$ cat config.mk
export PLATFORM = sky130hd
export DESIGN_NAME = dcache_tag_array
export DESIGN_NICKNAME = d
export VERILOG_FILES = /design/src/hdl/dcache_pkg.sv /design/src/hdl/dcache_tag_array.sv
export VERILOG_INCLUDE_DIRS = /design/src /design/src/include
export SDC_FILE = /design/constraint.sdc
export NUM_CORES = 2
export LEC_CHECK = 0
export BUFFER_PORTS_ARGS = -buffer_cell sky130_fd_sc_hd__buf_4
export CAP_MARGIN = 10
export CORE_ASPECT_RATIO = 0.75
export CORE_MARGIN = 4
export CORE_UTILIZATION = 35
export DETAILED_ROUTE_END_ITERATION = 7
export GPL_TIMING_DRIVEN = 0
export PLACE_DENSITY = 0.57
export REMOVE_ABC_BUFFERS = 1
export SETUP_SLACK_MARGIN = 0.02
export SYNTH_ARGS = -nofsm -noshare
export SYNTH_HDL_FRONTEND = slang
export SYNTH_SLANG_ARGS = --single-unit
$ cat constraint.sdc
create_clock -name clk -period 2.7 [get_ports clk]
set_input_delay 0.135 -clock clk [delete_from_list [all_inputs] [get_ports clk]]
set_output_delay 0.135 -clock clk [all_outputs]
set_load 0.05 [all_outputs]
$ cat src/include/dcache_macros.svh
// data cache geometry
// 4-way set associative, 16 sets, 16-byte lines on a 32-bit address
`ifndef DCACHE_MACROS_SVH
`define DCACHE_MACROS_SVH

// ways per set
`define DC_WAYS        4
// number of sets
`define DC_SETS        16
// 32-bit words per line
`define DC_LINE_WORDS  4

// address split, tag + index + offset = 32
`define DC_OFFSET_W    4
`define DC_INDEX_W     4
`define DC_TAG_W       24

`endif

$ cat src/hdl/dcache_pkg.sv
// data cache shared types
// address split, line and way vectors, cpu request, write-back beat, fsm states
`include "dcache_macros.svh"

package dcache_pkg;

    typedef struct packed {
        logic [`DC_TAG_W-1:0]    tag;
        logic [`DC_INDEX_W-1:0]  index;
        logic [`DC_OFFSET_W-1:0] offset;
    } dc_addr_t;

    typedef logic [`DC_LINE_WORDS-1:0][31:0] dc_line_t;

    typedef logic [`DC_WAYS-1:0] dc_way_t;  // one-hot

    typedef enum logic [1:0] {
        BYTE,
        HALF,
        WORD
    } load_size_e;

    typedef struct packed {
        logic       op;        // 0 load, 1 store
        dc_addr_t   addr;
        logic [3:0] wstrb;
        logic [31:0] wdata;
        load_size_e size;
        logic       sign_ext;
    } cpu_req_t;

    // one write-back beat, full line
    typedef struct packed {
        logic [31:0] addr;
        dc_line_t    data;
    } mem_wr_t;

    typedef enum logic [2:0] {
        LOOKUP,
        MISS_DIRTY,
        WRITEBACK,
        MISS_CLEAN,
        REFILL,
        REFILL_DONE
    } dc_state_e;

endpackage

$ cat src/hdl/dcache_tag_array.sv
// valid, tag and dirty storage for all sets and ways
// parallel tag compare, victim status, refill and store-hit updates
`timescale 1ns/100ps
`include "dcache_macros.svh"

module dcache_tag_array (
    input  logic                 clk,
    input  logic                 rst_n,
    input  dcache_pkg::dc_addr_t addr,
    input  logic                 refill_we,
    input  logic                 store_hit,
    input  dcache_pkg::dc_way_t  victim,
    output dcache_pkg::dc_way_t  hit_way,
    output logic                 victim_dirty,
    output logic [`DC_TAG_W-1:0] victim_tag
);

    logic [`DC_WAYS-1:0]  valid_q [`DC_SETS];
    logic [`DC_WAYS-1:0]  dirty_q [`DC_SETS];
    logic [`DC_TAG_W-1:0] tag_q   [`DC_SETS][`DC_WAYS];

    // asynchronous read of the addressed set
    always_comb begin
        hit_way      = '0;
        victim_dirty = 1'b0;
        victim_tag   = '0;
        for (int w = 0; w < `DC_WAYS; w++) begin
            hit_way[w] = valid_q[addr.index][w] && (tag_q[addr.index][w] == addr.tag);
            if (victim[w]) begin
                // an invalid way never needs a write-back
                victim_dirty = valid_q[addr.index][w] && dirty_q[addr.index][w];
                victim_tag   = tag_q[addr.index][w];
            end
        end
    end

    always_ff @(posedge clk or negedge rst_n) begin
        if (!rst_n) begin
            for (int s = 0; s < `DC_SETS; s++) begin
                valid_q[s] <= '0;
                dirty_q[s] <= '0;
            end
        end else if (refill_we) begin
            valid_q[addr.index] <= valid_q[addr.index] | victim;
            dirty_q[addr.index] <= dirty_q[addr.index] & ~victim;  // fresh line is clean
        end else if (store_hit) begin
            dirty_q[addr.index] <= dirty_q[addr.index] | hit_way;
        end
    end

    always_ff @(posedge clk) begin
        for (int w = 0; w < `DC_WAYS; w++) begin
            if (refill_we && victim[w]) begin
                tag_q[addr.index][w] <= addr.tag;
            end
        end
    end

    // a tag may live in only one way of a set
    a_hit_onehot: assert property (
        @(posedge clk) disable iff (!rst_n)
        |hit_way |-> $onehot(hit_way)
    ) else $error("dcache_tag_array: tag present in several ways");

endmodule

== Word level (Yosys, flattened, before mapping) ==
Memory sizes are Yosys's and may differ from the RTL's.
Index checks and enable logic that the tools add are counted.

* Magnitude comparators: 2
* Eq/ne operators: 4
* Mux-type cells: 29
* Bitwise gates (word level): 5
* Reduce and logical (&&, ||, !) cells: 14

{| class="wikitable"
|+ Operator list
! operator !! number
|-
| $bwmux 64 || 3
|-
| $mux 64 || 2
|-
| $eq 24x24->1 || 4
|-
| $mux 24 || 4
|-
| $bmux 4 s4 || 2
|-
| $mux 4 || 5
|-
| $demux 4 s4 || 1
|-
| $logic_and 1x1->1 || 13
|-
| $mux 1 || 12
|-
| $or 4x4->4 || 2
|-
| $ge 5x5->1 const B || 1
|-
| $lt 5x1->1 const B || 1
|-
| $not 4->5 || 1
|-
| $and 4x4->4 || 1
|-
| $not 4->4 || 1
|-
| $reduce_bool 2->1 || 1
|}

* Register bits after elaboration: 128
* RAM bits: 1536
* Output and inout port bits: 29
* Memories: 1

{| class="wikitable"
|+ Memory list
! memory !! words !! width !! read ports !! clocked after Yosys merged registers in !! write ports !! line !! RTL
|-
| tag_q || 16 || 96 || 1 || 0 || 1 || dcache_tag_array.sv:20 || <nowiki>logic [`DC_TAG_W-1:0] tag_q [`DC_SETS][`DC_WAYS];</nowiki>
|}

== Depth between registers and ports, before layout ==
* Depth in word-level cells: 9
* Depth in mapped cells: 15
* Gate-level depth less buffers: 8

== Worst setup path before layout ==
No wires, ideal clock.

* Path type: input-to-reg
* Start: input port addr[4] (netlist name)
* End: memory tag_q[0][0] (netlist name), enable pin
* Setup time: 435 ps
* Data arrival time: 3417 ps
* Data required time: 2265 ps
* Setup slack: -1152 ps
* Stages on the path: 10
* Cells stage by stage: buf_6 -> buf_6 -> buf_8 -> nor2_2 -> buf_2 -> buf_2 -> buf_1 -> nand2_1 -> clkbuf_1 -> nor3_1

{| class="wikitable"
|+ RTL lines
! what !! line !! RTL
|-
| from (decl) || dcache_tag_array.sv:9 || <nowiki>input dcache_pkg::dc_addr_t addr,</nowiki>
|-
| to (decl) || dcache_tag_array.sv:20 ||
|}

No word-level cell before the write port.

== Worst setup path after layout ==
* Start: memory tag_q[9][76] (netlist name)
* End: output port hit_way[0]

* Cells in the longest elaborated chain, start to end: 3

{| class="wikitable"
|+ RTL lines
! what !! line !! RTL
|-
| $mem_v2 16x96 || - ||
|-
| $eq 24x24->1 || dcache_tag_array.sv:28 || <nowiki>hit_way[w] = valid_q[addr.index][w] && (tag_q[addr.index][w] == addr.tag);</nowiki>
|-
| $logic_and 1x1->1 || dcache_tag_array.sv:28 ||
|-
| to (decl) || dcache_tag_array.sv:13 || <nowiki>output dcache_pkg::dc_way_t hit_way,</nowiki>
|}

No other way between the ends.

==> impl_results.md <==
* Total CTS buffers at 157
* CP Cell Sequence: mux4_2, a22oi_2, nand3_2, buf_6, xor2_2, nor4_2, nor4b_4, and4b_2, buf_8
* Async S/R FF share, synth at 0.0769
* CP max stage cell: a22oi_2
* # rows at 142
* Critical Path Source Type: register
* Buffers added on ports at 64
* Synth top area share at 0.656
* Worst rel slew slack at 0.137
* Synth Cell Area at 70300 sq um
* H-Tree Depth at 4
* Peak Freq at 0.240 GHz
* PD cells at 672 nW/um^2
* Vias in the first global route at 40800
* Antenna viol nets, final at 0
* Mapped Cells at 3969
* Maximum VDD drop at 0.000696 V
* I/O pin cnt at 69
* Largest net degree at the start of global routing at 82
* Residual DRC at 0
* Routability cong. at 0.934
* Initial Utilization at 0.352
* Grt total ovfl at 0
* Die Wd at 525 um
* Final hold violations at 11
* WP data required at 2570 ps
* Setup violations, final at 238
* Core footprint at 200000 sq um
* Leak at 27.9 nW
* Post-layout minimum cycle time at 4160 ps
* First-pass GRT wire length at 337 mm
* Ys flop type: edfxtp_1
* Die ar. at 208000 sq um
* Slew Viols, Final at 0
* Number of flops mapped to enable cells by yosys at 1536
* Most numerous cell in the Yosys netlist: edfxtp_1
* 1st-iter DRT viols at 6902
* Crit path kind: reg -> out
* Vias at 42600
* Clk_skew at 49.9 ps
* Synth cell types at 97
* Overall power at 0.0574 W
* Final setup margin at -1460 ps
* Worst-margin pin slew at 1290 ps
* Max FO, Critical Path at 2
* Root Driver: clkbuf_16
* First-pass DRT Iterations at 8
* Final worst-path cycle share at 1.54
* Post-place setup slack at -2940 ps
* Vias per inst at 6.02
* Max stage delay on crit path at 780 ps
* HP Class: in -> reg
* Clock-pin transition on the worst setup and hold timing paths at 60 ps
* Initial antenna violation count at 15
* Net count, final at 4311
* Chip Height at 396 um
* Synth warn at 0
* TritonCTS sink count at 1664
* Worst skew pair latency at 830 ps
* Post-synthesis sequential area ratio at 0.702
* Critical Path Sink Type: primary output
* Violated checks: hold timing, setup timing
* Flops & latches, synth at 1664
* Filler cell count at 17400
* Crit path DAT at 4030 ps
* Final wirelength at 245 mm
* TritonCTS clock tree: done
* Cell taking the most area after synthesis: edfxtp_1
* Largest cells by area after synthesis: edfxtp_1 (66%), mux4_2 (10%), dfrtp_1 (4.6%), mux2i_1 (4.2%), nand2_1 (1.2%)
* Area Growth Syn to Fin at 21.5%
* Worst hold slack at -33.4 ps
* Share of post-route cells with drive strength above 1 at 0.319
* Avg Synthesized Cell Area at 17.7 sq um
* Outcome: complete, but fails checks
* RSZ-0062 raised after global routing: true
* Clk buf depth at 3
* Post-DP HPWL at 137 mm
* Routed len/inst at 34.7 um
* GRT Total Usage at 0.231
* Max Cap Violations at 0
* Commonest cells in the synthesized netlist: edfxtp_1 (1536), mux4_2 (320), mux2i_1 (298)
==> metal layers <==
| layer | track usage | part of all wire | vias up |
|---|---|---|---|
| li1 | - | - | 16800 |
| met1 | 0.327 | 0.41 | 22500 |
| met2 | 0.321 | 0.42 | 2809 |
| met3 | 0.0898 | 0.14 | 480 |
| met4 | 0.0873 | 0.041 | 8 |
| met5 | 0 | 0.00098 | - |
==> cell type report <==
type | count | area, sq um | area share
Multi-Input combinational cell | 2020 | 21800 | 0.256
Clock inverter | 74 | 746 | 0.00873
Antenna cell | 5 | 12.5 | 0.000147
Tap cell | 2664 | 3330 | 0.0390
Clock buffer | 208 | 4280 | 0.0501
Sequential cell | 1664 | 49300 | 0.578
Inverter | 29 | 149 | 0.00174
Timing Repair Buffer | 399 | 5700 | 0.0668
==> cells in the final DEF, fill, tap and decap left out, types with 15 or more instances in the layout <==
| cell type | count |
|---|---|
| a21oi_1 | 106 |
| a21oi_2 | 15 |
| a221oi_1 | 35 |
| a22oi_1 | 89 |
| a22oi_2 | 18 |
| a31oi_1 | 17 |
| buf_12 | 34 |
| buf_16 | 43 |
| buf_4 | 90 |
| buf_6 | 159 |
| buf_8 | 17 |
| bufbuf_16 | 24 |
| clkbuf_1 | 37 |
| clkbuf_16 | 160 |
| clkinv_1 | 27 |
| clkinv_2 | 26 |
| dfrtp_1 | 128 |
| dlygate4sd3_1 | 31 |
| edfxtp_1 | 1536 |
| mux2_2 | 52 |
| mux2i_1 | 247 |
| mux2i_4 | 39 |
| mux4_2 | 323 |
| nand2_1 | 203 |
| nand3_1 | 48 |
| nor2_1 | 158 |
| nor2_2 | 19 |
| nor2_4 | 16 |
| nor3_1 | 27 |
| nor3_2 | 43 |
| o21ai_0 | 24 |
| o21ai_2 | 30 |
| o221ai_2 | 45 |
| o22ai_1 | 32 |
| xnor2_1 | 77 |
==> registers in the layout, indices dropped and copies added, names as in the netlist <==
register and cells:
tag_q 1536, valid_q 64, dirty_q 64
==> final timing paths <==
check | cells past startpoint | slack, ps | startpoint | end
worst max-delay path | 9 | -1460 | tag_q[9][76] | hit_way[0]
worst min-delay path | 1 | -30 | addr[24] | tag_q[14][40]
worst max register to register | 11 | -780 | tag_q[9][76] | dirty_q[48]
worst min register to register | 2 | 490 | dirty_q[57] | dirty_q[57]
max in group asynchronous | 4 | 1830 | rst_n | valid_q[45]
min in group asynchronous | 4 | 410 | rst_n | dirty_q[8]
==> report_power, final <==
part | internal, W | switching [W] | total (W)
clock | 0.0120 | 0.00992 | 0.0219
sequential | 0.0287 | 0.000213 | 0.0289
combinational | 0.00232 | 0.00421 | 0.00653
total | 0.0430 | 0.0143 | 0.0574
==> timing repair <==
action	CTS	global route
pin swaps	81	59
setup buffers	67	10
hold endpoints to repair	425	6
setup endpoints to repair	1579	380
cloned	29	2
hold buffers	47	2
resized for setup	430	162
==> through the flow <==
stage	instance area, sq um	TNS, ps	util	cells
6_report	85400	-46640	0.428	7063
5_1_grt	85400	-42340	0.428	7059
4_1_cts	84400	-41620	0.423	7043
3_5_place_dp	75200	-2724370	0.377	6618
3_3_place_gp	72300	-	0.362	6439
2_1_floorplan	68500	-600780	-	3711
==> critical path: cells and delay by family (launching register included) <==
| kind | cells | cell delay, ps |
|---|---|---|
| flip-flops | 1 | 360 |
| buffers and inverters | 2 | 380 |
| AO/OA/AOI/OAI | 1 | 780 |
| XOR/XNOR | 1 | 140 |
| multiplexers | 1 | 480 |
| AND/OR/NAND/NOR | 4 | 1070 |
==> cell families after synthesis <==
kind of cell | Yosys count | synth area share
buffers and inverters | 287 | 0.0266
DFF | 1664 | 0.702
xor gates and xnor gates | 85 | 0.0106
AOI/OAI and AO/OA | 618 | 0.0636
and+or+nand+nor | 631 | 0.0403
muxes | 684 | 0.157
(Power assumes the default switching activity.)
