`config.mk`:
```
export PLATFORM = sky130hd
export DESIGN_NAME = dcache_ctrl
export DESIGN_NICKNAME = d
export VERILOG_FILES = /design/src/hdl/dcache_pkg.sv /design/src/hdl/dcache_ctrl.sv
export VERILOG_INCLUDE_DIRS = /design/src /design/src/include
export SDC_FILE = /design/constraint.sdc
export NUM_CORES = 1
export LEC_CHECK = 0
export BUFFER_PORTS_ARGS = -buffer_cell sky130_fd_sc_hd__buf_2
export CAP_MARGIN = 10
export CORE_AREA = 10 10 47 49
export DETAILED_ROUTE_END_ITERATION = 16
export DIE_AREA = 0 0 57 59
export GPL_ROUTABILITY_DRIVEN = 0
export PLACE_DENSITY = 0.43
export SLEW_MARGIN = 15
export SYNTH_ARGS = -nofsm -noshare
export SYNTH_HDL_FRONTEND = slang
export SYNTH_SLANG_ARGS = --single-unit
```
`constraint.sdc`:
```
create_clock -name clk -period 1.45 [get_ports clk]
set_input_delay 0.3625 -clock clk [delete_from_list [all_inputs] [get_ports clk]]
set_output_delay 0.3625 -clock clk [all_outputs]
set_load 0.1 [all_outputs]
```
`src/include/dcache_macros.svh`:
```
// data cache geometry
// 4-way set associative, 16 sets, 16-byte lines on a 32-bit address
`ifndef DCACHE_MACROS_SVH
`define DCACHE_MACROS_SVH

// ways per set
`define DC_WAYS        4
// number of sets
`define DC_SETS        16
// 32-bit words per line
`define DC_LINE_WORDS  4

// address split, tag + index + offset = 32
`define DC_OFFSET_W    4
`define DC_INDEX_W     4
`define DC_TAG_W       24

`endif

```
`src/hdl/dcache_pkg.sv`:
```
// data cache shared types
// address split, line and way vectors, cpu request, write-back beat, fsm states
`include "dcache_macros.svh"

package dcache_pkg;

    typedef struct packed {
        logic [`DC_TAG_W-1:0]    tag;
        logic [`DC_INDEX_W-1:0]  index;
        logic [`DC_OFFSET_W-1:0] offset;
    } dc_addr_t;

    typedef logic [`DC_LINE_WORDS-1:0][31:0] dc_line_t;

    typedef logic [`DC_WAYS-1:0] dc_way_t;  // one-hot

    typedef enum logic [1:0] {
        BYTE,
        HALF,
        WORD
    } load_size_e;

    typedef struct packed {
        logic       op;        // 0 load, 1 store
        dc_addr_t   addr;
        logic [3:0] wstrb;
        logic [31:0] wdata;
        load_size_e size;
        logic       sign_ext;
    } cpu_req_t;

    // one write-back beat, full line
    typedef struct packed {
        logic [31:0] addr;
        dc_line_t    data;
    } mem_wr_t;

    typedef enum logic [2:0] {
        LOOKUP,
        MISS_DIRTY,
        WRITEBACK,
        MISS_CLEAN,
        REFILL,
        REFILL_DONE
    } dc_state_e;

endpackage

```
`src/hdl/dcache_ctrl.sv`:
```
// data cache miss FSM
// sequences victim write-back and line refill, then returns to lookup
`timescale 1ns/100ps

module dcache_ctrl (
    input  logic                  clk,
    input  logic                  rst_n,
    input  logic                  lookup_valid,
    input  logic                  hit,
    input  logic                  victim_dirty,
    input  logic                  mem_rd_rdy,
    input  logic                  mem_ret_valid,
    input  logic                  mem_wr_rdy,
    input  logic                  mem_wr_done,
    output dcache_pkg::dc_state_e state
);
    import dcache_pkg::*;

    dc_state_e state_next;

    always_ff @(posedge clk or negedge rst_n) begin
        if (!rst_n) begin
            state <= LOOKUP;
        end else begin
            state <= state_next;
        end
    end

    always_comb begin
        state_next = state;
        case (state)
            LOOKUP: begin
                // miss picks the path by the victim's dirty bit
                if (lookup_valid && !hit) begin
                    state_next = victim_dirty ? MISS_DIRTY : MISS_CLEAN;
                end
            end
            MISS_DIRTY: begin
                if (mem_wr_rdy) begin
                    state_next = WRITEBACK;
                end
            end
            WRITEBACK: begin
                if (mem_wr_done) begin  // victim safely in memory
                    state_next = MISS_CLEAN;
                end
            end
            MISS_CLEAN: begin
                if (mem_rd_rdy) begin
                    state_next = REFILL;
                end
            end
            REFILL: begin
                if (mem_ret_valid) begin  // line written this edge
                    state_next = REFILL_DONE;
                end
            end
            REFILL_DONE: begin
                state_next = LOOKUP;  // held request now hits
            end
            default: begin
                state_next = LOOKUP;
            end
        endcase
    end

    // memory must not return a line the cache never asked for
    a_ret_in_refill: assert property (
        @(posedge clk) disable iff (!rst_n)
        mem_ret_valid |-> state == REFILL
    ) else $error("dcache_ctrl: line returned outside REFILL");

endmodule

```
# Word level (Yosys, flattened, before mapping)
# Index checks and enable logic that the tools add are counted.
word_totals:
  register_bits: 3
  latch_bits: 0
  ramBits: 0
  rom_bits: 0
  in_bits: 9
  out_inout_bits: 3
  n_memories: 0
classes:
  add_sub_neg: 0
  multipliers: 0
  n_div: 0
  n_lt_le_gt_ge: 0
  n_eq_ne: 9
  shift: 0
  muxes: 7
  n_bitwise: 0
  reduce_logical: 4
ops:
  columns: ["op", "n"]
  rows:
  - ["3-bit 2-to-1 mux", 5]
  - ["3-bit one-hot mux with 5 select lines", 1]
  - ["2-bit inequality test, second input constant", 5]
  - ["3-bit by 2-bit equality test with 1-bit output, second input constant", 2]
  - ["5-bit AND reduction", 1]
  - ["3-bit by 1-bit equality test with 1-bit output, second input constant", 1]
  - ["3-bit equality test, second input constant", 1]
  - ["3-bit zero test", 1]
  - ["2-bit 2-to-1 mux", 1]
  - ["1-bit logical AND", 1]
  - ["1-bit zero test", 1]

# Longest topological paths before layout
# Gate-level depths: netlist (run 1).
logic_depth:
  word_depth: 4
  depth_mapped: 4
  ltp_nobuf: 3

# Worst setup path after synthesis (run 1)
# OpenSTA, ideal clock, no wires.
synth_timing:
  kind: "reg-to-reg"
  from: "register state[1]"
  to: "register state[0]"
  setup_time_ns: 0.065
  arrival_time_ns: 1.843
  required_ns: 1.385
  setup_slack_ns: -0.459
  stages_incl_launch_ff: 5
  path_buffers: 1
  period_less_slack_ns: 1.909
  cell_sequence: "dfrtp_1 buf_6 or4b_4 a221oi_2 a31o_1"
synth_between:
  elab_chain_cells: 3
synth_rtl:
  columns: ["item", "line", "rtl"]
  rows:
  - ["start: declaration", "dcache_ctrl.sv:15", "output dcache_pkg::dc_state_e state"]
  - ["start signal: assignment", "dcache_ctrl.sv:25", "state <= state_next;"]
  - ["3-bit by 2-bit equality test with 1-bit output, or another cell as far along", "dcache_ctrl.sv:31", "case (state)"]
  - ["2-bit inequality test (no line)", null, null]
  - ["5-bit AND reduction (no line)", null, null]
# Several ways; a longest one is shown, not always the timed one.
# A chain may end at the register's enable or synchronous reset.

# Final worst setup path (run 1)
# Ends and elaborated chain as after synthesis.

==> flow_summary.json, run 1 <==
{
  "cts.clk_slew.worst_paths_ns": 0.04,
  "grt_pass1_vias": 242,
  "final_area_um2": 371.6,
  "worst_slack_ns": 0.04367,
  "wl_per_cell_um": 13.67,
  "rrSetupSlack_ns": 0.04,
  "clk_latency_ns": 0.23,
  "swShare_pct": 50.83,
  "pwr-share-comb_pct": 69.4,
  "worst-slew-pin-transition_ns": 0.2947,
  "p_int_mw": 0.5475,
  "initial_core_util_pct": 13.84,
  "holdPathStages": 3,
  "dp_hpwl_um": 576.3,
  "clockRootBuffer": "clkbuf_4",
  "finish.utilization_pct": 26.52,
  "cts_tree": "done",
  "yosysSeqAreaShare_pct": 38.71,
  "firstDrtPassIters": 4,
  "holdWs_ns": 0.4107,
  "post-route-period-util_pct": 96.99,
  "drtAntennaViolNets": 0,
  "syn_area_per_cell_um2": 10.77,
  "area_delta_synth_final_pct": 91.61,
  "status": "complete, no violations",
  "power_density_mw_per_mm2": 2996,
  "top_register": "state",
  "fmax_mhz": 711.1,
  "grt_pass1_wl_um": 1110,
  "cp-end-kind": "flop",
  "p_leak_nw": 0.1564,
  "synth_top_family_by_area": "compound AO/OA/AOI/OAI gates",
  "largest_reg_flops": 3,
  "rows": 14,
  "worstRegToRegCells": 3,
  "period_needed_ns": 1.406,
  "cp-start-kind": "flop",
  "p_seq_share_pct": 17.3,
  "vias_per_cell": 4.412,
  "syn-cell-area_um2": 193.9,
  "startpoint": "state[1]",
  "setup_viol": 0,
  "min_from": "victim_dirty",
  "placed_area_um2": 324.1,
  "syn_inst": 18,
  "max-cap-violations": 0,
  "critical_path_class": "reg -> reg",
  "hold_path.class": "in -> reg",
  "cts_buffer_depth": 2,
  "dieArea_mm2": 0.003363,
  "n_antenna_cell": 0,
  "finalMaxSlewViolations": 0,
  "pre_cts_slack_ns": -0.002677,
  "die_y_um": 59,
  "synth-simple-area-share_pct": 25.81,
  "final_common_cell": "buf_2",
  "path_max_fanout": 2,
  "htree_levels": 1,
  "setup_tns_ns": 0,
  "yosysWarnings": 0,
  "cp.required_ns": 1.62,
  "synth_seq_cells": 3,
  "finalWirelength_um": 697,
  "peakVddDrop_v": 0.0007887,
  "io_buffers": 11,
  "synth_mux_area_share_pct": 0,
  "final_cell_mix": "8 x buf_2, 3 x a21oi_1, 3 x clkbuf_4, 3 x buf_12",
  "grt_setup_unrepaired": "no",
  "final_cells": 51,
  "antenna_found_initial": 0,
  "io_pins": 12,
  "power_mw": 1.113,
  "worstReg2RegStart": "state[1]",
  "crit_arrival_ns": 1.57,
  "netSwitchingPower_mw": 0.5659,
  "synth-compound-area-share_pct": 29.68,
  "core-area_mm2": 0.001401,
  "timing.slew.headroom_pct": 80.35,
  "top_regs": "state x3",
  "cts_buffers": 3,
  "placed_cells": 46,
  "overflow": 0,
  "skew_ns": 0.001447,
  "reg2reg_to": "state[0]",
  "grt_start_max_net_pins": 10,
  "drt_iter0_drc": 9,
  "cts.sinks": 3,
  "clock_power_share_pct": 13.3,
  "nets": 45,
  "hold_viol_final": 0,
  "die_x_um": 57,
  "vias": 225,
  "post-route-drc-count": 0,
  "synth.lib_cells_used.distinct": 13,
  "grt_usage_pct": 4.410,
  "synth_xor_xnor_area_share_pct": 0,
  "min_to": "state[1]",
  "synth_nets": 27,
  "yosys.area_share.adder_pct": 0,
  "drive_gt1_share_pct": 62.86
}
## layout make-up
class / count / area (um^2)
tap: 16 / 20.02
timing repair buffer: 14 / 125.1
clock buffer: 4 / 26.28
sequential: 3 / 81.33
fill: 161 / 1030
multi-input combinational: 14 / 118.9
## worst max path at each step
stage | to | depth (start not counted) | slack (ns)
floorplan | state[0] | 4 | -0.22
global placement | state[0] | 4 | 0.06
detailed placement | state[0] | 4 | -0.003
CTS | state[0] | 3 | 0.03
global route | state[1] | 2 | 0.01
finish | state[0] | 3 | 0.04
## routing by layer
| metal | GRT usage (%) | vias to the layer above | share of wire [%] |
|---|---|---|---|
| li1 | - | 104 | - |
| met1 | 4.518 | 100 | 44 |
| met2 | 5.271 | 21 | 37 |
| met3 | 5.150 | 0 | 19 |
| met4 | 2.013 | 0 | 0 |
| met5 | 0 | - | 0 |
## synthesized netlist by cell type
master    instances  area [um^2]
or4b_1            1        10.01
nor2_1            1        3.750
nand2_1           1        3.750
a32o_1            1        10.01
buf_6             1        11.26
or4b_4            1        13.76
a31o_2            1        8.760
a221oi_2          1        15.01
nor2b_1           1        6.260
a21oi_1           3        15.01
nand2b_1          2        12.51
a31o_1            1        8.760
dfrtp_1           3        75.07
## worst max-delay path: stages (launching register included)
cell and delay [ns]:
dfrtp_4 0.47, or4b_4 0.50, a221oi_4 0.24, a31o_1 0.13
## what timing repair did
| item | 4_1_cts | 5_1_grt |
|---|---|---|
| hold buffers | 1 | 0 |
| hold endpoints to repair | 3 | 0 |
| setup endpoints to repair | 0 | 1 |
| gates resized for setup | 0 | 1 |
| buffers inserted | 0 | 0 |
## cells by family after synthesis
family / after synthesis
simple gates: 7
buf+inv: 1
compound gates: 7
flops: 3
## power by group through the flow
stage / clock network (mW) / registers [mW] / logic (mW)
after global routing: 0.168 / 0.198 / 0.812
final: 0.148 / 0.193 / 0.773
after global placement: 0 / 0.184 / 0.730
after CTS: 0.155 / 0.187 / 0.744
after detailed placement: 0 / 0.185 / 0.744
after floorplan: 0 / 0.476 / 0.187
Power figures use the tool's default switching activity.
==> run 2: changes to the inputs <==
ABC_AREA = 1   (was default)
PLACE_DENSITY = 0.45   (was 0.43)
==> flow_summary.json, run 2 <==
{
  "worstReg2RegStart": "state[0]",
  "cp.required_ns": 1.09,
  "cp_slowest_stage_delay_ns": 0.46,
  "core-area_mm2": 0.001401,
  "final_cell_mix": "12 x nand2_1, 8 x buf_2, 6 x inv_1",
  "nets": 62,
  "overflow": 0,
  "yosysTopAreaCell": "dfrtp_1",
  "grt_start_max_net_pins": 9,
  "fmax_mhz": 803.8,
  "antenna_found_initial": 0,
  "cts_resized": 0,
  "final_common_cell": "nand2_1",
  "synth_top_family_by_area": "simple AND/OR/NAND/NOR gates",
  "synth_xor_xnor_area_share_pct": 0,
  "period_needed_ns": 1.244,
  "critical_path_class": "reg -> out",
  "grt_setup_unrepaired": "no",
  "synth-simple-area-share_pct": 47.75,
  "setup_viol": 0,
  "area_delta_synth_final_pct": 71.91,
  "synth.most_common_cell": "nand2_1",
  "status": "complete, no violations",
  "synth_flop_cell": "dfrtp_1",
  "synth_seq_cells": 3,
  "htree_levels": 1,
  "synth_mux_area_share_pct": 0,
  "clockRootBuffer": "clkbuf_4",
  "drtAntennaViolNets": 0,
  "worstRegToRegCells": 4,
  "hold_path.class": "in -> async",
  "rrSetupSlack_ns": 0.31,
  "yosys.area_share.adder_pct": 0,
  "n_antenna_cell": 0,
  "largest_reg_flops": 3,
  "cp_num_buf_inv": 1,
  "cp-end-kind": "primary output",
  "vias": 260,
  "synth_area_leaders": "dfrtp_1 34%, nand2_1 20%, inv_1 10%",
  "timing.slew.headroom_pct": 88.21,
  "skew_ns": 0.0004365,
  "top_regs": "state x3",
  "yosys.area.top_type_share_pct": 33.71,
  "synth.lib_cells_used.distinct": 12,
  "post-route-period-util_pct": 85.80,
  "die_x_um": 57,
  "yosysSeqAreaShare_pct": 33.71,
  "io_pins": 12,
  "grt_usage_pct": 4.276,
  "grt_pass1_wl_um": 1090,
  "syn-cell-area_um2": 222.7,
  "ys_top_cells_by_count": "12 x nand2_1, 6 x inv_1, 3 x dfrtp_1, 3 x nor2_1",
  "worst-slew-pin-transition_ns": 0.1766,
  "top_register": "state",
  "cts_tree": "done",
  "grt_pass1_vias": 286,
  "crit_arrival_ns": 0.88,
  "reg2reg_to": "state[2]",
  "die_y_um": 59,
  "hold_viol_final": 0,
  "synth_nets": 45,
  "io_buffers": 11,
  "wl_per_cell_um": 9.309,
  "yosysWarnings": 0,
  "fillers": 164,
  "cp.depth": 1,
  "synth_edf_count": 0,
  "max-cap-violations": 0,
  "rows": 14,
  "cts.sinks": 3,
  "cts_buffers": 3,
  "synth-compound-area-share_pct": 6.742,
  "finalMaxSlewViolations": 0,
  "crit_chain": "buf_12",
  "cts.clk_slew.worst_paths_ns": 0.04,
  "dieArea_mm2": 0.003363,
  "dp_hpwl_um": 516.4,
  "drive_gt1_share_pct": 40.38,
  "cts_buffer_depth": 2,
  "drt_iter0_drc": 4,
  "path_delay_family": "flip-flops",
  "async_reset_ff_share_pct": 100.0,
  "clk_latency_ns": 0.23,
  "path_max_fanout": 8,
  "crit_slowest_cell": "dfrtp_2",
  "finalWirelength_um": 633,
  "cp-start-kind": "flop",
  "post-route-drc-count": 0,
  "setup_tns_ns": 0,
  "initial_core_util_pct": 15.89,
  "syn_area_per_cell_um2": 6.187,
  "syn_inst": 36,
  "vias_per_cell": 3.824,
  "firstDrtPassIters": 2
}
[run 2: kinds of logic after synthesis]
kind of cell	count (synthesis)
compound gates	3
buf+inv	7
flops	3
simple gates	23
[run 2: stage by stage]
step / std cells / worst slack (ns) / instance area (um^2) / hold WS, ns / util (%)
5_1_grt: 68 / 0.1680 / 382.9 / 0.4728 / 27.32
6_report: 68 / 0.2060 / 382.9 / 0.4547 / 27.32
3_3_place_gp: 63 / 0.3364 / 346.6 / 0.1608 / 24.73
4_1_cts: 68 / 0.1941 / 382.9 / 0.4571 / 27.32
3_5_place_dp: 63 / 0.3043 / 346.6 / 0.1638 / 24.73
2_1_floorplan: 36 / 0.08725 / 226.5 / 0.06691 / -
[run 2: repair_timing]
| item | 4_1_cts | 5_1_grt |
|---|---|---|
| hold endpoints to repair | 3 | 0 |
| hold buffers | 1 | 0 |
| buffers inserted | 0 | 0 |
[run 2: layer usage]
metal / global-route usage [%] / share of wire [%] / up-vias
met5: 0 / 0 / -
met4: 6.040 / 3.0 / 0
met3: 2.361 / 8.2 / 2
met2: 5.736 / 46 / 8
met1: 3.915 / 43 / 108
li1: - / - / 142
[run 2: worst max-delay path by stage]
stage / end / slack [ns] / startpoint
after global routing: state[2] / 0.17 / state[2]
after floorplan: state[1] / 0.09 / state[0]
after global placement: state[2] / 0.34 / state[0]
after CTS: state[2] / 0.19 / state[2]
after detailed placement: state[2] / 0.30 / state[0]
final: state[2] / 0.21 / state[2]
[run 2: layout make-up]
cell class | instances | area, um^2 | share of cell area [%]
inverter | 7 | 26.28 | 6.863
multi-input combinational | 26 | 121.4 | 31.70
timing repair buffer | 12 | 110.1 | 28.76
clock buffer | 4 | 26.28 | 6.863
tap | 16 | 20.02 | 5.229
sequential | 3 | 78.83 | 20.59
Power of run 2 is left out: the tool's default activity adds up to more than one toggle a clock period on the data nets, which glitch-free logic cannot reach.
