**config.mk**
```make
export PLATFORM = sky130hd
export DESIGN_NAME = dcache_plru
export DESIGN_NICKNAME = d
export VERILOG_FILES = /design/src/hdl/dcache_pkg.sv /design/src/hdl/dcache_plru.sv
export VERILOG_INCLUDE_DIRS = /design/src /design/src/include
export SDC_FILE = /design/constraint.sdc
export NUM_CORES = 1
export LEC_CHECK = 0
export ABC_AREA = 1
export BUFFER_PORTS_ARGS = -buffer_cell sky130_fd_sc_hd__buf_2
export CAP_MARGIN = 30
export CORE_MARGIN = 8
export CORE_UTILIZATION = 45
export DETAILED_ROUTE_END_ITERATION = 7
export SETUP_SLACK_MARGIN = 0.1
export SYNTH_ARGS = -nofsm -noshare
export SYNTH_HDL_FRONTEND = slang
export SYNTH_SLANG_ARGS = --single-unit
```
**constraint.sdc**
```tcl
create_clock -name clk -period 1.6 [get_ports clk]
set_input_delay 0 -clock clk [delete_from_list [all_inputs] [get_ports clk]]
set_output_delay 0 -clock clk [all_outputs]
set_load 0.01 [all_outputs]
```
**src/include/dcache_macros.svh**
```systemverilog
// data cache geometry
// 4-way set associative, 16 sets, 16-byte lines on a 32-bit address
`ifndef DCACHE_MACROS_SVH
`define DCACHE_MACROS_SVH

// ways per set
`define DC_WAYS        4
// number of sets
`define DC_SETS        16
// 32-bit words per line
`define DC_LINE_WORDS  4

// address split, tag + index + offset = 32
`define DC_OFFSET_W    4
`define DC_INDEX_W     4
`define DC_TAG_W       24

`endif

```
**src/hdl/dcache_pkg.sv**
```systemverilog
// data cache shared types
// address split, line and way vectors, cpu request, write-back beat, fsm states
`include "dcache_macros.svh"

package dcache_pkg;

    typedef struct packed {
        logic [`DC_TAG_W-1:0]    tag;
        logic [`DC_INDEX_W-1:0]  index;
        logic [`DC_OFFSET_W-1:0] offset;
    } dc_addr_t;

    typedef logic [`DC_LINE_WORDS-1:0][31:0] dc_line_t;

    typedef logic [`DC_WAYS-1:0] dc_way_t;  // one-hot

    typedef enum logic [1:0] {
        BYTE,
        HALF,
        WORD
    } load_size_e;

    typedef struct packed {
        logic       op;        // 0 load, 1 store
        dc_addr_t   addr;
        logic [3:0] wstrb;
        logic [31:0] wdata;
        load_size_e size;
        logic       sign_ext;
    } cpu_req_t;

    // one write-back beat, full line
    typedef struct packed {
        logic [31:0] addr;
        dc_line_t    data;
    } mem_wr_t;

    typedef enum logic [2:0] {
        LOOKUP,
        MISS_DIRTY,
        WRITEBACK,
        MISS_CLEAN,
        REFILL,
        REFILL_DONE
    } dc_state_e;

endpackage

```
**src/hdl/dcache_plru.sv**
```systemverilog
// tree pseudo-LRU, three bits per set
// bit0 picks the half, bit1 ways 0/1, bit2 ways 2/3, 0 means lower
`timescale 1ns/100ps
`include "dcache_macros.svh"

module dcache_plru (
    input  logic                    clk,
    input  logic                    rst_n,
    input  logic [`DC_INDEX_W-1:0]  index,
    input  dcache_pkg::dc_way_t     access_way,
    input  logic                    update,
    output dcache_pkg::dc_way_t     victim
);

    logic [2:0] tree_q [`DC_SETS];
    logic [2:0] cur;

    assign cur = tree_q[index];

    // follow the tree bits down to a leaf
    always_comb begin
        victim = '0;
        if (!cur[0]) begin
            victim[cur[1]] = 1'b1;
        end else begin
            victim[{1'b1, cur[2]}] = 1'b1;
        end
    end

    // point the path bits away from the way just used
    always_ff @(posedge clk or negedge rst_n) begin
        if (!rst_n) begin
            for (int s = 0; s < `DC_SETS; s++) begin
                tree_q[s] <= '0;
            end
        end else if (update) begin
            case (access_way)
                4'b0001: tree_q[index] <= {cur[2], 1'b1, 1'b1};
                4'b0010: tree_q[index] <= {cur[2], 1'b0, 1'b1};
                4'b0100: tree_q[index] <= {1'b1, cur[1], 1'b0};
                4'b1000: tree_q[index] <= {1'b0, cur[1], 1'b0};
                default: tree_q[index] <= cur;
            endcase
        end
    end

    // a hit names exactly one way to move away from
    a_access_onehot: assert property (
        @(posedge clk) disable iff (!rst_n)
        update |-> $onehot(access_way)
    ) else $error("dcache_plru: update without a one-hot way");

endmodule

```
# Word level (Yosys, flattened, before mapping)
# Cells that the tools add are included.
[word_totals]
register_bits = 48
output_inout_bits = 4
input_bits = 11
wordCells = 46
[classes]
n_reduce_logical = 3
n_eq_ne = 4
n_bitwise = 1
mux = 16
n_lt_le_gt_ge = 6
[op_table]
columns = ["cell", "count"]
rows = [
  ["bitwise mux 48 bit", 5],
  ["case mux 48 bit (4 select lines)", 1],
  ["binary-select mux 3 bit (select 4 bit)", 1],
  ["demux 3 bit (select 4 bit)", 1],
  ["2-to-1 mux 3 bit", 3],
  [">= comparator 5 bit (second input constant)", 1],
  ["< comparator 5 x 1 -> 1 bit (second input constant)", 1],
  ["NOT 4 -> 5 bit", 1],
  ["== test 4 x 1 -> 1 bit (second input constant)", 1],
  ["== test 4 x 2 -> 1 bit (second input constant)", 1],
  ["== test 4 x 3 -> 1 bit (second input constant)", 1],
  ["== test 4 bit (second input constant)", 1],
  ["2-to-1 mux 4 bit", 1],
  ["logical AND 1 bit", 3],
  ["< comparator 1 x 3 -> 1 bit (second input constant)", 1],
  ["< comparator 2 x 3 -> 1 bit (second input constant)", 1],
  ["demux 1 bit (select 1 bit)", 2],
  [">= comparator 2 x 1 -> 1 bit (second input constant)", 1],
  ["2-to-1 mux 1 bit", 2],
  [">= comparator 1 bit (second input constant)", 1],
]

# Logic depth before layout (Yosys ltp)
# Gate-level depths: netlist of the first run.
[logic_depth]
word_depth = 9
ltp_mapped = 12
depth_no_buf = 11

# Least setup slack after synthesis of the first run
# OpenSTA, ideal clock, no wires.
[synth_timing]
path_type = "reg-to-reg"
start = "register (tool-made name)"
end = "register (tool-made name)"
required_time_ns = 1.476
path_buffers = 1
stages_incl_launch_ff = 12
slack_ns = 0.327
synth_period_minus_slack_ns = 1.273
arrival_ns = 1.149
cell_sequence = "dfrtp_1 nand2_1 nand2_1 nand2_1 nand2_1 nand2_1 nand2_1 o21ai_2 nand2_2 buf_4 nand2_1 nand2_1"

==> summary.md, run 1 <==
| Metric | Value |
|---|---|
| Status | complete, no violations |
| Vias per inst | 5.36 |
| Initial antenna violation count | 0 |
| Vias in the first global route | 3597 |
| Max-cap violations | 0 |
| Slowest CP cell | dfrtp_1 |
| Combinational Power Share | 38.7% |
| CTS Buf Count | 5 |
| Initial core utilization | 46.6% |
| Clk network pwr share | 20.2% |
| Pwr Total | 3.93 mW |
| CTS tree | done |
| Delay-heaviest family, CP | simple AND/OR/NAND/NOR gates |
| IO Port Bufs | 14 |
| Hold Vio Cnt, Final | 0 |
| CTS Sinks | 48 |
| Share of layout cells above drive strength 1 | 26.3% |
| Final Cycle Share | 97.7% |
| Syn_nets | 575 |
| Grt ovf | 0 |
| Most used cell, CP | nand2_1 |
| Distinct cells, synth | 29 |
| Layout Nets | 618 |
| Slowest stage delay, CP | 400 ps |
| Post-synthesis area per instance | 6.39 µm² |
| Final instance area | 4260 µm² |
| Worst-margin pin slew | 605 ps |
| Final WL | 10900 µm |
| Total Routing Usage GR | 19.7% |
| Die Wd | 106 µm |
| Setup Skew | 4.65 ps |
| Core Region | 7730 µm² |
| Pleak | 2.15 nW |
| P_sw | 1.48 mW |
| Die area | 11100 µm² |
| # setup viols final | 0 |
| Setup repair after global routing missed its margin | yes |
| Post-synthesis cell count | 564 |
| Worst EP required | 1600 ps |
| Post-layout min period | 1560 ps |
| Antenna Diode Count | 0 |
| Clk buf depth | 2 |
| Area Overhead vs Synth | 18.3% |
| Via count | 3807 |
| DRC | 0 |
| Wirelength per Cell | 15.3 µm |
| CP endpoint kind | primary output |
| Setup CP Type | reg2out |
| Crit path buffers/inverters | 1 |
| Final design utilization | 55.2% |
| DP HPWL | 7200 µm |
| Clk_lat worst skew | 310 ps |
| Yosys reg bits | 48 |
| Placed cell count | 670 |
| Initial drt markers | 248 |
| Row cnt | 32 |
| Reg clk slew, reported paths | 100 ps |
| Place WS | 139 ps |
| Worst Hold Class | in2reg |
| First-pass GRT wire length | 18000 µm |
| Ports | 15 |
| Routed Antenna Nets | 0 |
| Max Transition Viols Final | 0 |
| Largest net degree at the start of global routing | 64 |
| Post-Syn Area | 3600 µm² |
| Final Non-Filler Cells | 710 |
| Synth warnings | 0 |
| Final setup margin | 37.5 ps |
| Clock tree root buffer cell | clkbuf_8 |
| Crit path cell chain | nand2_1 > nand2_1 > nand2_1 > nand2_1 > nand2_1 > nand2_2 > nor2_4 > and2_1 > buf_2 |
| Sequential area share after synthesis | 33.3% |
| Worst setup SP type | flop |
| Worst vdd ir | 0.000474 V |
| Clock H-tree levels | 2 |
| Sequential power share | 41.2% |
| Crit-path max FO | 4 |
| Crit path DAT | 1560 ps |
| Fill cell count | 769 |
| Sw frac | 37.6% |
| Pwr per Cell Area | 921 nW/µm² |
| Internal power | 2.45 mW |
| Drt first pass iters | 5 |
| Gpl congestion | 0.878 |
| Post-DP Area | 3830 µm² |
| Die Ht | 106 µm |
| Fmax | 0.640 GHz |
| Slew HR | 59.7% |
-- cells by family after synthesis --
family                 synth area share (%)
AND/OR/NAND/NOR                        29.8
flip-flops                             33.3
AO/OA/AOI/OAI                          25.8
buffers and inverters                  11.1
-- placed cells by master, fill, tap and decap left out, types with 2 or more instances in the layout --
cell and count:
o21ai_1 59, clkbuf_8 6, o22ai_1 12, inv_2 41
dfrtp_1 48, buf_12 5, a21oi_1 42, nand3b_1 3
o31ai_1 2, buf_4 40, nand2_1 150, nor2_1 43
buf_2 14, clkinv_2 2, o21ai_0 37, o21ai_2 10
o211ai_1 3, nand3_1 20, nor2_2 11, nand3_2 3
nand2_4 4, inv_1 24, o22ai_2 4, nand2_2 15
-- per-layer routing --
layer	GRT usage, %	routed length [µm]
met5	0	0
met4	6.53	210
met3	3.47	554
met2	32.8	5240
met1	25.3	4850
-- tightest hold or removal path: cells and delay by family --
kind | cells | cell delay (ps)
AND/OR/NAND/NOR | 2 | 230
buffers and inverters | 1 | 120
AO/OA/AOI/OAI | 1 | 100
-- power groups by stage --
stage	registers, mW	clock network [mW]	logic, mW
4_1_cts	1.60	0.816	1.41
6_report	1.62	0.793	1.52
3_5_place_dp	1.62	0	1.19
3_3_place_gp	1.61	0	1.17
5_1_grt	1.64	0.856	1.71
2_1_floorplan	1.59	0	0.886
-- path summary, 6_finish.rpt --
| path | depth (start not counted) | start | slack (ps) | to |
|---|---|---|---|---|
| worst min-delay path | 4 | update | 160 | flop |
| max in group asynchronous | 3 | rst_n | 890 | tree_q[4]$_DFFE_PN0P_ |
| worst min register to register | 2 | flop | 500 | flop |
| min in group asynchronous | 2 | rst_n | 170 | async pin |
| worst max-delay path | 9 | flop | 40 | victim[1] |
| worst max register to register | 11 | flop | 70 | flop |
-- synthesized netlist by cell type --
| library cell | instances | share of area (%) |
|---|---|---|
| buf_1 | 2 | 0.21 |
| nor2_8 | 1 | 0.56 |
| o21ai_2 | 10 | 2.4 |
| nand4_1 | 1 | 0.17 |
| dfrtp_1 | 48 | 33 |
| o31ai_1 | 2 | 0.42 |
| inv_2 | 13 | 1.4 |
| and2_1 | 1 | 0.17 |
| a21boi_0 | 1 | 0.21 |
| a21oi_1 | 42 | 5.8 |
| nor3_1 | 1 | 0.14 |
| buf_2 | 8 | 1.1 |
| nor2_1 | 45 | 4.7 |
| nand3b_1 | 3 | 0.62 |
| inv_1 | 52 | 5.4 |
| buf_6 | 3 | 0.94 |
| nand2_4 | 2 | 0.62 |
| o21ai_1 | 52 | 7.2 |
| o211ai_1 | 3 | 0.62 |
| o22ai_1 | 16 | 2.8 |
| nand2_1 | 163 | 17 |
| buf_4 | 6 | 1.2 |
| nand3_1 | 20 | 2.8 |
| nand2_2 | 3 | 0.52 |
| nand3_2 | 3 | 0.83 |
| clkbuf_1 | 7 | 0.73 |
| o21ai_0 | 45 | 6.2 |
| clkinv_1 | 1 | 0.10 |
| nor2_2 | 10 | 1.7 |
-- cell type report --
cell class / count / area, µm² / share of cell area (%)
Clock inverter: 2 / 10.0 / 0.235
Multi-Input combinational cell: 425 / 2100 / 49.3
Sequential cell: 48 / 1200 / 28.2
Timing Repair Buffer: 61 / 492 / 11.5
Tap cell: 102 / 128 / 2.99
Clock buffer: 6 / 82.6 / 1.94
Inverter: 66 / 248 / 5.81
-- metrics by stage --
| stage | hold slack, ps | TNS [ps] |
|---|---|---|
| finish | 162 | 0 |
| CTS | 159 | 0 |
| global placement | -24.6 | 0 |
| global route | 190 | -622 |
| detailed placement | -17.2 | 0 |
| floorplan | -296 | 0 |
-- repair_timing --
item | 4_1_cts | 5_1_grt
endpoints found under the setup margin | 4 | 19
hold buffers | 1 | 0
pin swaps | 14 | 16
buffers inserted | 23 | 7
endpoints found under the hold margin | 17 | 0
gates cloned | 0 | 1
gates resized for setup | 34 | 28
Note: power is estimated with default switching activity, not from simulation.
==> run 2: changes to the inputs <==
==> constraint.sdc (replaced) <==
create_clock -name clk -period 1.6 [get_ports clk]
set_input_delay 0.24 -clock clk [delete_from_list [all_inputs] [get_ports clk]]
set_output_delay 0.24 -clock clk [all_outputs]
set_load 0.01 [all_outputs]
==> run 2 against run 1 <==
The flow now finishes with violations (negative setup slack). Critical path depth increased by 2. Clock power increased by 24%. Worst setup slack got worse by 300 ps. Via count increased by 2.2%. Combinational power increased by 3%. Clock-buffer cell count increased by 1. Global-route usage increased by 0.50 points. Fmax decreased by 16%.
==> summary.md, run 2 (synthesis results as in run 1) <==
| Metric | Value |
|---|---|
| Status | complete, but fails checks |
| Violated checks | negative setup slack |
| Ports | 15 (unchanged) |
| Drt first pass iters | 5 (unchanged) |
| CTS tree | done |
| Sequential cell area | 1200 µm² (unchanged) |
| Clk_lat worst skew | 300 ps (about the same) |
| Worst-margin pin slew | 338 ps (-267 ps) |
| Worst EP required | 1360 ps (-240 ps) |
| Die area | 11100 µm² (unchanged) |
| Row cnt | 32 (unchanged) |
| Setup repair after global routing missed its margin | yes |
| Met3 wire len | 526 µm (-5.1%) |
| Max Transition Viols Final | 0 (unchanged) |
| Multi-input logic area | 2130 µm² (+1.1%) |
| Place WS | -264 ps (-403 ps) |
| CTS Buf Count | 5 (unchanged) |
| Share of layout cells above drive strength 1 | 27.9% (+1.6 points) |
| # setup viols final | 15 (+15) |
| Setup CP Type | reg2out |
| Final setup margin | -263 ps (-301 ps) |
| Largest net degree at the start of global routing | 65 (+1.6%) |
| Slowest stage delay, CP | 390 ps (about the same) |
| Pleak | 2.29 nW (+6.2%) |
| Slew HR | 77.3% (+18 points) |
| Final WL | 11100 µm (+1.8%) |
| Fmax | 0.537 GHz (-16%) |
| Antenna Diode Count | 0 (unchanged) |
| Layout Nets | 640 (+3.6%) |
| Most used cell, CP | nand2_1 |
| Vias in the first global route | 3684 (+2.4%) |
| Vias per inst | 5.32 (-0.87%) |
| Crit path buffers/inverters | 3 (+2) |
| Worst Hold Class | in2reg |
| Reg clk slew, reported paths | 90 ps (about the same) |
| Worst vdd ir | 0.000412 V (-13%) |
| Final Cycle Share | 116% (+19 points) |
| Clk buf depth | 2 (unchanged) |
| Area Overhead vs Synth | 26.0% |
| Initial core utilization | 46.6% (unchanged) |
| DRC | 0 (unchanged) |
| Worst setup SP type | flop |
| Initial antenna violation count | 0 (unchanged) |
| Fill cell count | 761 (-1.0%) |
| Slowest CP cell | dfrtp_1 |
| Die Ht | 106 µm (unchanged) |
| Post-DP Area | 4240 µm² (+11%) |
| Post-layout min period | 1860 ps (+301 ps) |
| Clock tree root buffer cell | clkbuf_8 |
| Crit path DAT | 1620 ps (+60 ps) |
| Setup TNS | -1110 ps (-1110 ps) |
| DP HPWL | 7700 µm (+7.1%) |
| Highest metal used | met4 |
| Hold Vio Cnt, Final | 0 (unchanged) |
| Crit path cell chain | nand2_1 > nand2_1 > nand2_1 > nand2_2 > nand2_2 > nand2_4 > nor2_4 > buf_6 > inv_2 > nor2_2 > buf_2 |
| Routed Antenna Nets | 0 (unchanged) |
| Delay-heaviest family, CP | simple AND/OR/NAND/NOR gates |
| Most frequent cells in the layout | 138 x nand2_1, 58 x o21ai_1, 58 x buf_4, 48 x dfrtp_1 |
| Met2 Wirelength | 5330 µm (+1.7%) |
| Initial drt markers | 303 (+22%) |
| Wl on met1 | 4940 µm (+1.8%) |
| Via count | 3891 (+2.2%) |
| Crit-path max FO | 3 (-1) |
| Setup Skew | 5.33 ps (+0.674 ps) |
| Gpl congestion | 0.871 (-0.81%) |
| Max-cap violations | 0 (unchanged) |
| Wirelength per Cell | 15.1 µm (-1.2%) |
| Core Region | 7730 µm² (unchanged) |
| Total Routing Usage GR | 20.2% (+0.50 points) |
| First-pass GRT wire length | 18400 µm (+2.4%) |
| Pwr per Cell Area | 918 nW/µm² (-0.32%) |
| Clock H-tree levels | 2 (unchanged) |
| Final instance area | 4540 µm² (+6.5%) |
| IO Port Bufs | 14 (unchanged) |
| Grt ovf | 0 (unchanged) |
| Hold Slack | 413 ps (+250 ps) |
| Die Wd | 106 µm (unchanged) |
| Final design utilization | 58.8% (+3.6 points) |
| CP endpoint kind | primary output |
| Most common cell after layout, fill and taps aside | nand2_1 |
| CTS Sinks | 48 (unchanged) |
run 2: cell count changes in the layout (fill, tap and decap cells not counted), moves of 3 or more:
cell and delta:
nand2_1 -12, buf_4 +18, buf_6 +3, buf_12 +3, inv_1 +17, nand2_2 +11
inv_2 -17
run 2: through the flow:
stage / power [mW] / cells
floorplan: 2.47 / 564
global placement: 3.01 / 719
CTS: 4.13 / 732
detailed placement: 3.06 / 719
finish: 4.17 / 732
global route: 4.45 / 732
run 2: metal layers:
metal,track usage [%],up-vias
li1,-,1972
met1,26.0,1799
met2,33.2,97
met3,3.41,23
met4,7.74,0
met5,0,-
run 2: where the power goes:
part	internal, mW	total, mW	leakage (nW)	switching (mW)
Clock	0.552	0.983	0.0645	0.430
Sequential	1.47	1.62	0.625	0.154
Combinational	0.670	1.56	1.60	0.895
Total	2.69	4.17	2.29	1.48
run 2: path summary, 6_finish.rpt:
check                                       start                     end  slack [ps]  cells past startpoint
setup / recovery                             flop               victim[0]        -260                     11
hold / removal                             update  tree_q[38]$_DFFE_PN0P_         410                      4
setup reg to reg                             flop                    flop         -50                     12
hold reg to reg            tree_q[38]$_DFFE_PN0P_  tree_q[38]$_DFFE_PN0P_         500                      2
max in group asynchronous                   rst_n  tree_q[19]$_DFFE_PN0P_         920                      3
min in group asynchronous                   rst_n               async pin         460                      3
run 2: tightest hold or removal path, stage by stage:
cell	delay, ps
buf_2	120
buf_12	170
nand2_1	90
nand2_1	40
run 2: final cells by class:
| cell class | instances | area share (%) |
|---|---|---|
| tap | 102 | 2.81 |
| clock buffer | 7 | 2.12 |
| multi-input combinational | 425 | 46.8 |
| inverter | 66 | 5.46 |
| clock inverter | 1 | 0.661 |
| timing repair buffer | 83 | 15.7 |
| sequential | 48 | 26.5 |
run 2: timing repair:
item / in CTS / in global routing
hold buffers: 1 / 0
endpoints found under the setup margin: 19 / 22
cloned: 1 / 0
buffers inserted: 4 / 2
hold endpoints to repair: 48 / 0
gates resized for setup: 30 / 32
pin swaps: 11 / 14
